--- src/hdl/boothPkg.sv ---
`default_nettype none

package boothPkg;

	// Operand width of multiplicand and multiplier
	localparam int OperandWidth = 8;

	// One radix-4 digit per pair of multiplier bits
	localparam int NumDigits = OperandWidth / 2;

	// Signed multiplicand or multiplier
	typedef logic signed [OperandWidth-1:0] operandT;

	// Two guard bits so that twice the multiplicand never overflows
	typedef logic signed [OperandWidth+1:0] accT;

	// Full signed product
	typedef logic signed [2*OperandWidth-1:0] productT;

	// Remaining digits, must hold NumDigits
	typedef logic [2:0] stepCountT;

	// Controller states
	typedef enum logic [2:0] {
		Idle,
		Load,
		Add,
		Shift,
		Done
	} ctrlStateT;

endpackage

`default_nettype wire

--- src/hdl/boothController.sv ---
`timescale 1ns/1ps
`default_nettype none

module boothController (
	input  wire  clk,
	input  wire  rst,
	input  wire  start,
	input  wire  lastStep,
	output logic loadOperands,
	output logic addStep,
	output logic shiftStep,
	output logic busy,
	output logic done
);

	import boothPkg::*;

	ctrlStateT state;
	ctrlStateT nextState;

	// Start only counts while no product is in flight
	logic acceptStart;

	// Last shift of the last digit
	logic finishStep;

	assign acceptStart = start && !busy;
	assign finishStep = (state == Shift) && lastStep;

	// State register
	always_ff @(posedge clk)
	begin
		if (rst)
		begin
			state <= Idle;
		end
		else
		begin
			state <= nextState;
		end
	end

	// Next state
	always_comb
	begin
		nextState = state;
		case (state)
			Idle:
			begin
				if (acceptStart)
				begin
					nextState = Load;
				end
			end
			// One cycle to capture operands
			Load:
				nextState = Add;
			Add:
				nextState = Shift;
			// Loop back for the next digit or finish
			Shift:
			begin
				if (lastStep)
				begin
					nextState = Done;
				end
				else
				begin
					nextState = Add;
				end
			end
			// Back-to-back start skips the idle cycle
			Done:
			begin
				if (acceptStart)
				begin
					nextState = Load;
				end
				else
				begin
					nextState = Idle;
				end
			end
			default:
				nextState = Idle;
		endcase
	end

	// Busy set on the accepting edge, cleared as Done is entered
	always_ff @(posedge clk)
	begin
		if (rst)
		begin
			busy <= 1'b0;
		end
		else if (acceptStart)
		begin
			busy <= 1'b1;
		end
		else if (finishStep)
		begin
			busy <= 1'b0;
		end
	end

	// Datapath strobes, one per state
	assign loadOperands = (state == Load);
	assign addStep = (state == Add);
	assign shiftStep = (state == Shift);

	// Single-cycle result pulse
	assign done = (state == Done);

endmodule

`default_nettype wire

--- src/hdl/stepCounter.sv ---
`timescale 1ns/1ps
`default_nettype none

module stepCounter #(
	parameter int Steps = boothPkg::NumDigits
) (
	input  wire  clk,
	input  wire  rst,
	input  wire  load,
	input  wire  decrement,
	output logic lastStep
);

	import boothPkg::*;

	// Digits still to be processed
	stepCountT count;

	always_ff @(posedge clk)
	begin
		if (rst)
		begin
			count <= '0;
		end
		else if (load)
		begin
			count <= stepCountT'(Steps);
		end
		// Hold at zero once exhausted
		else if (decrement && (count != '0))
		begin
			count <= count - 1'b1;
		end
	end

	// Final digit is in progress
	assign lastStep = (count == stepCountT'(1));

endmodule

`default_nettype wire

--- src/hdl/boothRecoder.sv ---
`timescale 1ns/1ps
`default_nettype none

module boothRecoder (
	input  wire  boothPkg::operandT multiplicand,
	input  wire  [2:0]              recodeBits,
	output boothPkg::accT           partial
);

	import boothPkg::*;

	// Multiplicand widened with sign copies
	accT single;

	// Twice the multiplicand
	accT double;

	// Chosen magnitude before sign
	accT magnitude;

	// Digit is negative
	logic negate;

	assign single = {{2{multiplicand[OperandWidth-1]}}, multiplicand};
	assign double = {single[OperandWidth:0], 1'b0};

	// Radix-4 digit from bits {b1, b0, b-1}
	always_comb
	begin
		negate = recodeBits[2];
		case (recodeBits)
			// Run of zeros or ones, digit 0
			3'b000, 3'b111:
				magnitude = '0;
			// Digit +1
			3'b001, 3'b010:
				magnitude = single;
			// Digit +2
			3'b011:
				magnitude = double;
			// Digit -2
			3'b100:
				magnitude = double;
			// Digit -1
			default:
				magnitude = single;
		endcase
	end

	// Two's complement for negative digits
	assign partial = negate ? (~magnitude + accT'(1)) : magnitude;

endmodule

`default_nettype wire

--- src/hdl/boothDatapath.sv ---
`timescale 1ns/1ps
`default_nettype none

module boothDatapath (
	input  wire  clk,
	input  wire  rst,
	input  wire  loadOperands,
	input  wire  addStep,
	input  wire  shiftStep,
	input  wire  boothPkg::operandT multiplicand,
	input  wire  boothPkg::operandT multiplier,
	output boothPkg::productT       product
);

	import boothPkg::*;

	// Captured multiplicand
	operandT mcandReg;

	// Multiplier, refilled from the top by accumulator bits
	operandT mplReg;

	// Running partial product, high half of the result
	accT acc;

	// Bit shifted out below the multiplier, b(-1) of the next digit
	logic carryBit;

	// Selected multiple of the multiplicand
	accT partial;

	// Three bits that pick the current digit
	logic [2:0] recodeBits;

	assign recodeBits = {mplReg[1:0], carryBit};

	boothRecoder recoder (
		.multiplicand(mcandReg),
		.recodeBits  (recodeBits),
		.partial     (partial)
	);

	// Multiplicand only changes on load
	always_ff @(posedge clk)
	begin
		if (loadOperands)
		begin
			mcandReg <= multiplicand;
		end
	end

	// Accumulator and multiplier shift as one long register
	always_ff @(posedge clk)
	begin
		if (rst)
		begin
			acc <= '0;
			mplReg <= '0;
			carryBit <= 1'b0;
		end
		else if (loadOperands)
		begin
			acc <= '0;
			mplReg <= multiplier;
			carryBit <= 1'b0;
		end
		else if (addStep)
		begin
			acc <= acc + partial;
		end
		else if (shiftStep)
		begin
			// Sign fills the top two accumulator bits
			acc <= acc >>> 2;
			// Low accumulator bits enter the multiplier from above
			mplReg <= {acc[1:0], mplReg[OperandWidth-1:2]};
			// Old bit 1 becomes the lookback bit
			carryBit <= mplReg[1];
		end
	end

	// Guard bits are only sign copies at the end
	assign product = {acc[OperandWidth-1:0], mplReg};

endmodule

`default_nettype wire

--- src/hdl/boothMultiplier.sv ---
`timescale 1ns/1ps
`default_nettype none

module boothMultiplier (
	input  wire  clk,
	input  wire  rst,
	input  wire  start,
	input  wire  boothPkg::operandT multiplicand,
	input  wire  boothPkg::operandT multiplier,
	output logic busy,
	output logic done,
	output boothPkg::productT       product
);

	import boothPkg::*;

	// Controller strobes
	logic loadOperands;
	logic addStep;
	logic shiftStep;

	// Counter back to controller
	logic lastStep;

	// Sequencing of load, add and shift
	boothController controller (
		.clk         (clk),
		.rst         (rst),
		.start       (start),
		.lastStep    (lastStep),
		.loadOperands(loadOperands),
		.addStep     (addStep),
		.shiftStep   (shiftStep),
		.busy        (busy),
		.done        (done)
	);

	// One count per Booth digit
	stepCounter #(
		.Steps(NumDigits)
	) counter (
		.clk      (clk),
		.rst      (rst),
		.load     (loadOperands),
		.decrement(shiftStep),
		.lastStep (lastStep)
	);

	// Operand registers, accumulator and recoder
	boothDatapath datapath (
		.clk         (clk),
		.rst         (rst),
		.loadOperands(loadOperands),
		.addStep     (addStep),
		.shiftStep   (shiftStep),
		.multiplicand(multiplicand),
		.multiplier  (multiplier),
		.product     (product)
	);

endmodule

`default_nettype wire

--- config.mk ---
export PLATFORM = sky130hd
export DESIGN_NAME = boothMultiplier
export DESIGN_NICKNAME = d
export VERILOG_FILES = /design/src/hdl/boothPkg.sv /design/src/hdl/boothController.sv /design/src/hdl/stepCounter.sv /design/src/hdl/boothRecoder.sv /design/src/hdl/boothDatapath.sv /design/src/hdl/boothMultiplier.sv
export SDC_FILE = /design/constraint.sdc
export NUM_CORES = 1
export LEC_CHECK = 0
export BUFFER_PORTS_ARGS = -buffer_cell sky130_fd_sc_hd__buf_2
export CAP_MARGIN = 0
export CORE_MARGIN = 2
export CORE_UTILIZATION = 29
export CTS_BUF_LIST = sky130_fd_sc_hd__clkbuf_8
export CTS_CLUSTER_DIAMETER = 80
export CTS_CLUSTER_SIZE = 8
export DETAILED_ROUTE_END_ITERATION = 8
export MAX_ROUTING_LAYER = met4
export PLACE_DENSITY = 0.52
export SYNTH_ARGS = -nofsm -noshare
export SYNTH_HDL_FRONTEND = slang
export SYNTH_SLANG_ARGS = --single-unit
--- constraint.sdc ---
create_clock -name clk -period 3 [get_ports clk]
set_input_delay 0.9 -clock clk [delete_from_list [all_inputs] [get_ports clk]]
set_output_delay 0.9 -clock clk [all_outputs]
set_load 0.005 [all_outputs]
* Yosys cells after proc, flatten, opt, wreduce, memory -nomap -nowiden *
Index checks and enable logic that the tools add are counted.

word-level totals
  logic and storage cells = 55
  input port bits = 19
  output and inout port bits = 18
  flip-flop bits (word level) = 34

cells by class
  bitwise gates (word level) = 2
  reductions and logical operators = 16
  add/sub/neg operators = 3
  eq/ne operators = 10
  multiplexer cells = 15

operators by type and width
  kind                     count
  $mux W8                  3
  $mux W10                 2
  $pmux W10 S2             1
  $pmux W3 S5              1
  $mux W3                  4
  $add A10 B10 Y10         1
  $add A10 B2 Y10 const B  1
  $not A10 Y10             1
  $eq A3 B2 Y1 const B     3
  $eq A3 B3 Y1 const B     3
  $mux W9                  1
  $reduce_bool A2 Y1       4
  $eq A3 B1 Y1 const B     2
  $logic_not A3 Y1         2
  $reduce_or A2 Y1         3
  $ne A2 B1 Y1 const B     2
  $reduce_and A2 Y1        2
  $logic_and A1 B1 Y1      3
  $mux W1                  3
  $reduce_bool A3 Y1       1
  $sub A3 B1 Y3 const B    1
  $logic_not A1 Y1         1
  $not A1 Y1               1

* Longest topological paths before layout *
Gate-level depths: netlist (run 1).

  depth after elaboration = 8
  gate-level depth with buffers = 16
  gate-level depth less buffers = 16

* Modules after synthesis *
A second synthesis (run 1) with hierarchy kept.

second synthesis, totals
  cell total of the unflattened synthesis = 284
  area, all modules = 2458.6 µm²

modules (own cells, without submodules)
  module           area each (µm²)  instances  cells an instance  sequential area each (µm²)
  boothDatapath    1597.8           1          171                620.6
  boothRecoder     488.0            1          75                 0.0
  stepCounter      198.9            1          20                 60.1
  boothController  173.9            1          18                 80.1

* Worst setup path after synthesis (run 1) *
No wires, ideal clock.

  path kind = flip-flop to flip-flop
  start = reg datapath.mplReg[0]
  end = reg datapath.acc[9]
  buffers on the path = 1
  setup time = 0.124 ns
  clock period less this slack = 3.364 ns
  data arrival time = 3.240 ns
  required time = 2.876 ns
  cell stages (with the launch flop) = 17
  path slack = -0.364 ns
  path through = dfxtp_1 > inv_1 > ha_1 > buf_2 > nor2_1 > a22oi_1 > ha_1 > nand4_1 > o21ai_1 > xor2_1 > ha_1 > a2111oi_0 > o21ai_1 > nand4_1 > a211oi_1 > a311oi_1 > nand3_2

between the ends
  longest elaborated chain between the ends = 8
  elaborated cells between the ends (all ways) = 12
  classes of those cells = add/sub: 2; eq/ne: 3; mux: 3; bitwise: 1; reduce/logical: 3

ends and longest elaborated chain
  element                                     RTL line             source
  start: declaration                          boothDatapath.sv:21  operandT mplReg;
  start signal: assignment                    boothDatapath.sv:64  mplReg <= multiplier;
  start signal: assignment                    boothDatapath.sv:76  mplReg <= {acc[1:0], mplReg[OperandWidth-1:2]};
  $eq A3 B3 Y1 (tied with other cells)        boothRecoder.sv:31   case (recodeBits)
  $reduce_or A2 Y1, on equally long branches  --
  $pmux W10 S2 *                              boothRecoder.sv:31
  $not A10 Y10                                boothRecoder.sv:51   assign partial = negate ? (~magnitude + accT'(1)) : magnitude;
  $add A10 B2 Y10                             boothRecoder.sv:51
  $mux W10 *                                  boothRecoder.sv:51
  $add A10 B10 Y10 *                          boothDatapath.sv:69  acc <= acc + partial;
  $mux W10 *                                  boothDatapath.sv:67  else if (addStep)
  end signal: assignment                      boothDatapath.sv:69
  end signal: assignment                      boothDatapath.sv:74  acc <= acc >>> 2;
  end: declaration                            boothDatapath.sv:24  accT acc;

Every way passes the cells marked *; elsewhere a longest branch is shown, timed or not. The select of a mux whose other input is x is not followed.
A chain may end at the register's enable or synchronous reset.

* Worst setup path after layout (run 1) *
Ends and elaborated chain as after synthesis.

==> impl_metrics.csv, run 1 <==
group,metric,value,unit
status,status,"complete, but fails checks",
status,violations,"setup timing",
finish,drive_above_1_share,35.78,%
global_routing,track_usage,13.92,%
place,dp_hpwl,4.249,mm
cts,htreeDepth,2,
detailed_routing,wl,5.612,mm
cts,cts_buffer_depth,2,
floorplanning,dieArea,8668,um^2
worst_setup_path,cp-start-kind,"flip-flop",
power,switching_share,31.61,%
power,clkPwrFrac,31.1,%
detailed_routing,dr_total_vias,2094,
sta,setup_ws,-17.62,ps
global_routing,grt_pass1_vias,1940,
cts,cts_tree,"built",
floorplanning,die_w,93.10,um
yosys,yosysSeqAreaShare,33.04,%
yosys,synth_seq_cells,34,
yosys,postSynthAreaPerCell,8.720,um^2
finish,utilization,39.31,%
worst_setup_path,path_max_fanout,4,
detailed_routing,ant_nets,0,
finish,multi_input_area,1524,um^2
cts,cts-root-buf,"clkbuf_8",
yosys,synth_area_leader_cell,"dfxtp_1",
floorplanning,die_h,93.10,um
place,placed_cells,415,
power,total_power,1.421,mW
detailed_routing,drtIter0Drc,48,
place,detailedPlace.worstSlack,-214.7,ps
power,powerDensity,467.6,nW/um^2
worst_setup_path,reg2reg_from,"datapath.mplReg[0]",
cts,clock_latency,300,ps
finish,register_area,764.5,um^2
global_routing,grt_max_degree,21,
worst_setup_path,cp-end-kind,"flip-flop",
global_routing,grt_first_pass_wirelength,9.308,mm
sta,period_share,100.6,%
worst_setup_path,crit_type,"flip-flop to flip-flop",
worst_setup_path,startpoint,"datapath.mplReg[0]",
detailed_routing,drc,0,
power,seq_power_share,37.7,%
cts,numClockSinks,34,
yosys,syn_inst,264,
finish,fillers,786,
floorplanning,initial_core_util,29.79,%
floorplanning,ioPinCount,37,
power,comb_power_share,31.2,%
yosys,syn_nets,299,
yosys,synth_edf_count,8,
sta,slew_viol_final,0,
worst_setup_path,rrSetupSlack,-20,ps
yosys,async_reset_ff_share,0,%
place,portBuffers,36,
yosys,post-synth-top-count-cell,"nor2_1",
finish,nets,361,
sta,hold_viol,0,
worst_setup_path,crit_end,"datapath.acc[9]",
place,gp_congestion,0.8540,
worst_setup_path,cp.arrival,3200,ps
detailed_routing,dr.pass1.iters,4,
job,drv_cap,0,
floorplanning,core_area,7727,um^2
sta,skew,10.69,ps
yosys,synthTopCellsByCount,"32 x nor2_1, 26 x dfxtp_1, 18 x mux2i_1",
sta,rsz0062_at_grt,"true",
yosys,synth_ff_type,"dfxtp_1",
yosys,netlist_area,2302,um^2
finish,design_area,3038,um^2
yosys,synth_top_cell_area_share,22.61,%
sta,setup_viol,1,
worst_setup_path,worstReg2RegEnd,"datapath.acc[9]",
cts,clk_pin_slew,80,ps
yosys,synthTopCellsByArea,"dfxtp_1 23%, edfxtp_1 10%, ha_1 8.2%",
detailed_routing,wire_per_inst,13.08,um
cts,cts_buffers,5,
worst_setup_path,cp.required,3180,ps
worst_hold_path,hold_class,"flip-flop to flip-flop",
worst_setup_path,reg2reg_depth,16,
finish,antenna_cells,0,
finish,area_delta_synth_final,31.96,%
cts,cts_hold_repair.buffers,0,
sta,period_needed,3018,ps
global_routing,antenna_found_initial,0,
global_routing,overflow,0,
floorplanning,rows,32,
power,switching_power,0.4491,mW
power,ir_worst_vdd,0.2209,mV
sta,slew-limit-headroom,63.75,%
power,leakage,1.273,nW
sta,fmax,331.4,MHz
finish,final_cells,429,
place,place_area,2779,um^2
detailed_routing,avgViaCountPerCell,4.881,
yosys,synth_cell_types,49,
sta,tightest_slew,543.7,ps
power,internal-power,0.9714,mW
yosys,yosys_warnings,0,
[flip-flops by register name, summed over array words and instances, names as in the netlist]
register and count:
datapath.acc 10, datapath.mcandReg 8, datapath.mplReg 8, controller.state 3
counter.count 3, controller.busy 1, datapath.carryBit 1
[power by group through the flow]
| stage | clock [mW] | combinational (mW) | sequential (mW) |
|---|---|---|---|
| 2_1_floorplan | 0 | 0.275 | 0.540 |
| 3_3_place_gp | 0 | 0.410 | 0.546 |
| 3_5_place_dp | 0 | 0.413 | 0.547 |
| 4_1_cts | 0.455 | 0.424 | 0.537 |
| 5_1_grt | 0.474 | 0.496 | 0.543 |
| 6_report | 0.441 | 0.443 | 0.536 |
[routing by layer]
layer | track usage (%) | routed length, um
met3 | 3.062 | 176
met4 | 6.005 | 155
met5 | - | 0
met1 | 17.91 | 2751
met2 | 21.14 | 2528
[what timing repair did]
action,4_1_cts,5_1_grt
cloned,0,0
setup buffers,4,2
gates resized for setup,9,16
pin swaps,8,7
setup endpoints to repair,4,7
[worst max-delay path, cell delays in order, from the launching register on]
cell,delay (ps)
dfxtp_2,360
inv_2,50
ha_4,150
mux2i_4,170
nor2_4,70
a22oi_2,170
ha_2,210
nand4_1,120
o21ai_2,150
xor2_1,150
ha_1,280
a2111oi_4,320
o21ai_2,100
nand4_1,160
a211oi_1,80
a311oi_2,270
nand3_2,80
[stage by stage]
stage                     hold slack [ps]  TNS (ps)
after global routing                520.6    -494.9
after CTS                           501.3    -46.51
final                               501.6    -17.62
after detailed placement            488.6    -385.2
after global placement              483.4    -125.3
after floorplan                     475.5    -24.15
[worst min path at each step]
stage	startpoint	end	cells after the start
6_report	controller.busy	controller.busy	1
5_1_grt	controller.busy	controller.busy	1
4_1_cts	controller.busy	controller.busy	1
3_5_place_dp	controller.busy	controller.busy	1
3_3_place_gp	controller.busy	controller.busy	1
2_1_floorplan	datapath.acc[7]	datapath.acc[7]	2
[placed cells by master (no fill, tap or decap), drive strengths merged, types with 2 or more instances in the layout]
cell type / Yosys / routed
nor3: 6 / 6
xor2: 4 / 4
inv: 9 / 11
ha: 15 / 15
a21o: 3 / 3
a22oi: 4 / 4
nand2: 13 / 13
or4: 2 / 2
o21ai: 11 / 11
a31oi: 2 / 2
a211oi: 16 / 16
nor3b: 3 / 3
a211o: 3 / 3
edfxtp: 8 / 8
dfxtp: 26 / 26
o211ai: 4 / 4
a2111oi: 2 / 2
mux2: 2 / 2
nor4b: 3 / 3
buf: 15 / 75
nand3: 7 / 7
nor2b: 5 / 5
nand2b: 4 / 4
nand4: 3 / 3
nor4: 2 / 2
and2: 2 / 2
nor2: 33 / 33
a21oi: 16 / 16
clkbuf: 5 / 5
xnor2: 7 / 7
and3: 2 / 2
mux2i: 18 / 18
[cell type report]
| type | instances | share of cell area, % |
|---|---|---|
| Multi-Input combinational cell | 201 | 50.16 |
| Sequential cell | 34 | 25.16 |
| Timing Repair Buffer | 75 | 15.69 |
| Tap cell | 102 | 4.201 |
| Clock buffer | 5 | 2.265 |
| Clock inverter | 3 | 1.400 |
| Inverter | 9 | 1.112 |
[logic make-up (layout without fill, tap and decap cells)]
logic type      after synthesis  in the layout  share of synthesized area (%)
simple gates                 87             87                          19.24
fa+ha+maj                    16             16                          9.022
buf+inv                      29             92                          6.304
mux                          20             20                          8.804
xor+xnor                     11             11                          4.185
compound gates               67             67                          19.40
flops                        34             34                          33.04
(Power assumes the default switching activity.)
==> run 2: changes to the inputs <==
--- a/config.mk
+++ b/config.mk
@@ -14,7 +14,7 @@
 export CTS_CLUSTER_SIZE = 8
 export DETAILED_ROUTE_END_ITERATION = 8
 export MAX_ROUTING_LAYER = met4
-export PLACE_DENSITY = 0.52
+export PLACE_DENSITY = 0.51
 export SYNTH_ARGS = -nofsm -noshare
 export SYNTH_HDL_FRONTEND = slang
 export SYNTH_SLANG_ARGS = --single-unit
==> constraint.sdc (replaced) <==
create_clock -name clk -period 3.8 [get_ports clk]
set_input_delay 1.14 -clock clk [delete_from_list [all_inputs] [get_ports clk]]
set_output_delay 1.14 -clock clk [all_outputs]
set_load 0.005 [all_outputs]
==> impl_metrics.csv, run 2 (synthesized netlist as in run 1, its figures left out) <==
group,metric,value,unit
status,status,"complete, no violations",
detailed_routing,avgViaCountPerCell,4.947,
floorplanning,die_h,93.10,um
global_routing,grt_first_pass_wirelength,9.087,mm
cts,htreeDepth,2,
cts,cts_buffers,5,
finish,final_cells,394,
floorplanning,initial_core_util,29.79,%
sta,period_share,89.48,%
worst_setup_path,cp-start-kind,"flip-flop",
finish,mostFrequentLayoutCell,"buf_2",
worst_hold_path,min_path_cells,2,
power,seq_power_share,45.0,%
power,leakage,1.059,nW
finish,area_delta_synth_final,14.08,%
cts,cts_resized,0,
place,dp_hpwl,4.065,mm
sta,skew,5.118,ps
sta,fmax,294.1,MHz
sta,slew_viol_final,0,
worst_hold_path,hold_class,"flip-flop to flip-flop",
floorplanning,core_area,7727,um^2
worst_setup_path,rrSetupSlack,400,ps
finish,nets,326,
power,powerDensity,367.8,nW/um^2
cts,cts_tree,"built",
worst_setup_path,reg2reg_depth,15,
finish,layout_common_cells,"36 x buf_2, 32 x nor2_1, 26 x dfxtp_1",
finish,drive_above_1_share,19.52,%
detailed_routing,drtIter0Drc,70,
worst_setup_path,path_max_fanout,8,
worst_hold_path,hold_path.startpoint,"counter.count[1]",
detailed_routing,ant_nets,0,
worst_setup_path,reg2reg_from,"datapath.mplReg[0]",
sta,period_needed,3400,ps
cts,cts_hold_repair.buffers,0,
global_routing,grt_pass1_vias,1853,
sta,hold_viol,0,
detailed_routing,dr.pass1.iters,4,
power,total_power,0.9660,mW
place,gp_congestion,0.8828,
finish,top_regs,"datapath.acc x10, datapath.mcandReg x8, datapath.mplReg x8",
worst_hold_path,min_to,"counter.count[1]",
place,portBuffers,36,
global_routing,overflow,0,
global_routing,antenna_found_initial,0,
sta,timing.setup.tns,0,ps
worst_setup_path,crit_type,"flip-flop to flip-flop",
finish,largest_reg_flops,10,
power,internal-power,0.6386,mW
worst_setup_path,cp.required,3980,ps
cts,clk_pin_slew,80,ps
place,placed_cells,386,
power,comb_power_share,27.1,%
sta,tightest_slew,743.2,ps
cts,numClockSinks,34,
cts,cts_buffer_depth,2,
sta,slew-limit-headroom,50.38,%
detailed_routing,drc,0,
finish,top_register,"datapath.acc",
floorplanning,rows,32,
power,switching_share,33.89,%
power,switching_power,0.3274,mW
global_routing,grt_max_degree,22,
floorplanning,dieArea,8668,um^2
cts,clock_latency,290,ps
floorplanning,die_w,93.10,um
finish,antenna_cells,0,
job,drv_cap,0,
power,clkPwrFrac,27.9,%
cts,cts-root-buf,"clkbuf_8",
worst_setup_path,worstReg2RegEnd,"datapath.acc[9]",
cts,cts_setup_buffers,0,
sta,rsz0062_at_grt,"false",
floorplanning,ioPinCount,37,
detailed_routing,wl,5.340,mm
detailed_routing,dr_total_vias,1949,
sta,setup_viol,0,
worst_setup_path,cp.arrival,3580,ps
finish,utilization,33.99,%
global_routing,track_usage,13.62,%
worst_setup_path,cp-end-kind,"flip-flop",
detailed_routing,wire_per_inst,13.55,um
power,ir_worst_vdd,0.1371,mV
run 2: cell types whose count changed in the layout (fill, tap and decap cells not counted), moves of 3 or more:
cell,before,now
dfxtp_1,23,26
buf_4,38,4
ha_2,5,1
ha_1,9,14
dfxtp_2,3,0
run 2: layout make-up:
type,instances,area (um^2)
tap,102,127.6
inverter,9,33.78
timing repair buffer,40,210.2
multi-input combinational,201,1409
clock inverter,3,16.27
clock buffer,5,68.82
fill,834,5101
sequential,34,760.7
run 2: metrics by stage:
step	cell area (um^2)	hold WS, ps	setup slack (ps)
final	2626	503.5	399.7
after global routing	2626	524.4	25.00
after CTS	2614	503.8	195.5
after detailed placement	2529	491.4	229.7
after global placement	2529	485.0	338.8
after floorplan	2302	475.5	436.0
run 2: metal layers:
metal / global-route usage [%] / vias to the layer above / share of wire [%]
met2: 20.29 / 31 / 44
met1: 18.60 / 901 / 52
met3: 2.981 / 7 / 3.0
li1: - / 1010 / -
met4: 4.044 / 0 / 1.3
met5: - / - / 0
run 2: power by group through the flow:
stage               Combinational, mW  Clock (mW)  Sequential [mW]
floorplan                       0.209           0            0.426
global placement                0.257           0            0.443
detailed placement              0.260           0            0.443
CTS                             0.260       0.281            0.435
global route                    0.296       0.300            0.440
finish                          0.262       0.270            0.434
run 2: how the worst max path moves through the flow:
stage / startpoint / endpoint / slack [ps] / depth (start not counted)
finish: datapath.mplReg[0] / datapath.acc[9] / 400 / 15
global placement: datapath.mplReg[0] / datapath.acc[9] / 340 / 15
floorplan: datapath.mplReg[0] / datapath.acc[9] / 440 / 16
detailed placement: datapath.mplReg[0] / datapath.acc[9] / 230 / 15
CTS: datapath.mplReg[0] / datapath.acc[9] / 200 / 15
global route: datapath.mplReg[0] / datapath.acc[9] / 20 / 16
run 2: worst max-delay path, cell delays in order (launching register included):
cell and delay (ps):
dfxtp_1 370, inv_1 60, ha_2 330, buf_4 190, a22oi_1 220, ha_1 220, nand4_1 150, o21ai_2 190
xor2_1 170, ha_1 310, a2111oi_2 310, o21ai_1 130, nand4_1 180, a211oi_1 90, a311oi_1 280, nand3_2 90
==> run 3: changes to the inputs <==
--- a/config.mk
+++ b/config.mk
@@ -13,8 +13,10 @@
 export CTS_CLUSTER_DIAMETER = 80
 export CTS_CLUSTER_SIZE = 8
 export DETAILED_ROUTE_END_ITERATION = 8
+export GPL_TIMING_DRIVEN = 0
 export MAX_ROUTING_LAYER = met4
-export PLACE_DENSITY = 0.51
+export PLACE_DENSITY = 0.5
 export SYNTH_ARGS = -nofsm -noshare
 export SYNTH_HDL_FRONTEND = slang
+export SYNTH_HIERARCHICAL = 1
 export SYNTH_SLANG_ARGS = --single-unit
==> impl_metrics.csv, run 3 <==
group,metric,value,unit
job,drv_cap,0,
floorplanning,rows,33,
yosys,synth_area_leader_cell,"dfxtp_1",
worst_setup_path,cp.arrival,3770,ps
yosys,yosys_warnings,6,
place,detailedPlace.worstSlack,-232.8,ps
yosys,postSynthAreaPerCell,8.657,um^2
finish,utilization,35.24,%
cts,cts_buffers,5,
cts,cts-root-buf,"clkbuf_8",
detailed_routing,ant_nets,0,
place,dp_hpwl,4.265,mm
finish,drive_above_1_share,25.69,%
yosys,netlist_area,2459,um^2
cts,cts_setup_buffers,0,
sta,period_needed,3586,ps
sta,setup_viol,0,
sta,fmax,278.9,MHz
finish,layout_common_cells,"44 x nor2_1, 40 x buf_2, 27 x a21oi_1",
cts,clk_pin_slew,70,ps
worst_hold_path,hold_class,"flip-flop to flip-flop",
cts,cts_hold_repair.buffers,0,
place,portBuffers,36,
worst_setup_path,path_max_fanout,9,
sta,slew_viol_final,0,
global_routing,antenna_found_initial,0,
sta,timing.setup.tns,0,ps
power,ir_worst_vdd,0.1661,mV
floorplanning,core_area,8217,um^2
worst_setup_path,crit_type,"flip-flop to flip-flop",
sta,tightest_slew,932.4,ps
worst_setup_path,cp_slowest_cell,"dfxtp_1",
cts,clock_latency,290,ps
floorplanning,die_w,96.08,um
global_routing,grt_max_degree,14,
finish,design_area,2895,um^2
sta,setup_ws,213.9,ps
detailed_routing,dr_total_vias,2137,
floorplanning,initial_core_util,29.92,%
yosys,synth_cell_types,61,
yosys,async_reset_ff_share,0,%
power,powerDensity,310.1,nW/um^2
yosys,yosysSeqAreaShare,30.94,%
cts,cts_tree,"built",
detailed_routing,drtIter0Drc,72,
finish,mostFrequentLayoutCell,"nor2_1",
finish,antenna_cells,0,
global_routing,track_usage,13.52,%
detailed_routing,drc,0,
finish,area_delta_synth_final,17.76,%
floorplanning,die_h,96.08,um
floorplanning,ioPinCount,37,
finish,top_register,"datapath/acc",
finish,nets,361,
sta,slew-limit-headroom,37.57,%
place,place_area,2775,um^2
sta,hold_viol,0,
sta,whs,504.1,ps
detailed_routing,wire_per_inst,13.24,um
yosys,syn_inst,284,
cts,cts_buffer_depth,2,
worst_setup_path,cp-start-kind,"flip-flop",
place,gp_congestion,0.8827,
floorplanning,dieArea,9230,um^2
yosys,synth_seq_cells,34,
worst_setup_path,cp-end-kind,"flip-flop",
status,status,"complete, no violations",
finish,top_regs,"datapath/acc x10, datapath/mcandReg x8, datapath/mplReg x8",
yosys,synth_top_cell_area_share,21.17,%
yosys,synthTopCellsByArea,"dfxtp_1 21%, edfxtp_1 9.8%, mux2i_1 7.7%",
yosys,synth_ff_type,"dfxtp_1",
worst_setup_path,cp.required,3990,ps
sta,period_share,94.37,%
cts,htreeDepth,2,
power,total_power,0.8979,mW
global_routing,grt_first_pass_wirelength,9.501,mm
detailed_routing,dr.pass1.iters,4,
yosys,synthTopCellsByCount,"44 x nor2_1, 27 x a21oi_1, 26 x dfxtp_1",
yosys,post-synth-top-count-cell,"nor2_1",
finish,final_cells,432,
finish,largest_reg_flops,10,
sta,skew,5.131,ps
detailed_routing,wl,5.721,mm
cts,numClockSinks,34,
worst_setup_path,crit_chain,"inv_1, ha_1, mux2_4, a31oi_2, ha_2, nor3b_4, nor2_1, xnor2_1, mux2i_1, ha_2, and2_4, a311o_1, a31oi_2, xnor2_1, a31o_1",
global_routing,grt_pass1_vias,1971,
power,leakage,1.201,nW
worst_setup_path,max_stage_delay,360,ps
global_routing,overflow,0,
detailed_routing,avgViaCountPerCell,4.947,
yosys,syn_nets,319,
yosys,synth_edf_count,8,
place,placed_cells,425,
-- run 3: cell types whose count changed in the layout (fill, tap and decap cells not counted), moves of 4 or more --
cell      previous run  this run
clkbuf_1             0         6
nand2_1             13         9
buf_2               36        40
nor2_1              32        44
a211oi_1            16         6
buf_4                4        10
a21oi_1             16        27
-- run 3: area by class of cell --
type                            count  area [um^2]
Clock buffer                        6        82.58
Timing Repair Buffer               36        180.2
Clock inverter                      2        8.758
Buffer                             20        117.6
Multi-Input combinational cell    221         1583
Sequential cell                    34        762.0
Fill cell                         871         5321
Tap cell                          105        131.4
Inverter                            8        30.03
-- run 3: where the power goes --
part | internal (mW) | switching [mW]
Clock | 0.144 | 0.135
Sequential | 0.392 | 0.0245
Combinational | 0.0903 | 0.113
-- run 3: critical path: cells and delay by family (launching register included) --
| family | cells | cell delay (ps) |
|---|---|---|
| simple gates | 3 | 480 |
| compound gates | 4 | 990 |
| buf+inv | 1 | 50 |
| xor+xnor | 2 | 220 |
| mux | 2 | 540 |
| fa+ha+maj | 3 | 860 |
| flops | 1 | 360 |
-- run 3: timing repair --
item,CTS,global route
pin swaps,0,2
gates resized for setup,5,7
setup endpoints to repair,3,3
-- run 3: layer usage --
metal,track usage (%),vias up,part of all wire (%)
met4,4.286,0,0.96
li1,-,1104,-
met2,19.62,41,45
met5,-,-,0
met3,2.271,6,3.5
met1,19.08,986,51
-- run 3: worst paths after layout --
kind | start | end | slack [ps] | cells after the start
worst max-delay path | datapath/carryBit | datapath/acc[8] | 210 | 15
worst min-delay path | controller/busy | controller/busy | 500 | 1
worst max register to register | datapath/carryBit | datapath/acc[8] | 210 | 15
worst min register to register | controller/busy | controller/busy | 500 | 1
-- run 3: logic make-up (layout without fill, tap and decap cells) --
kind of cell | Yosys count | in the layout | synth area share [%]
XOR/XNOR | 12 | 12 | 4.275
AO/OA/AOI/OAI | 72 | 72 | 19.59
adder cells (fa/ha/maj) | 16 | 16 | 8.448
flip-flops | 34 | 34 | 30.94
AND/OR/NAND/NOR | 99 | 99 | 21.48
multiplexers | 22 | 22 | 9.262
buffers and inverters | 29 | 72 | 6.005
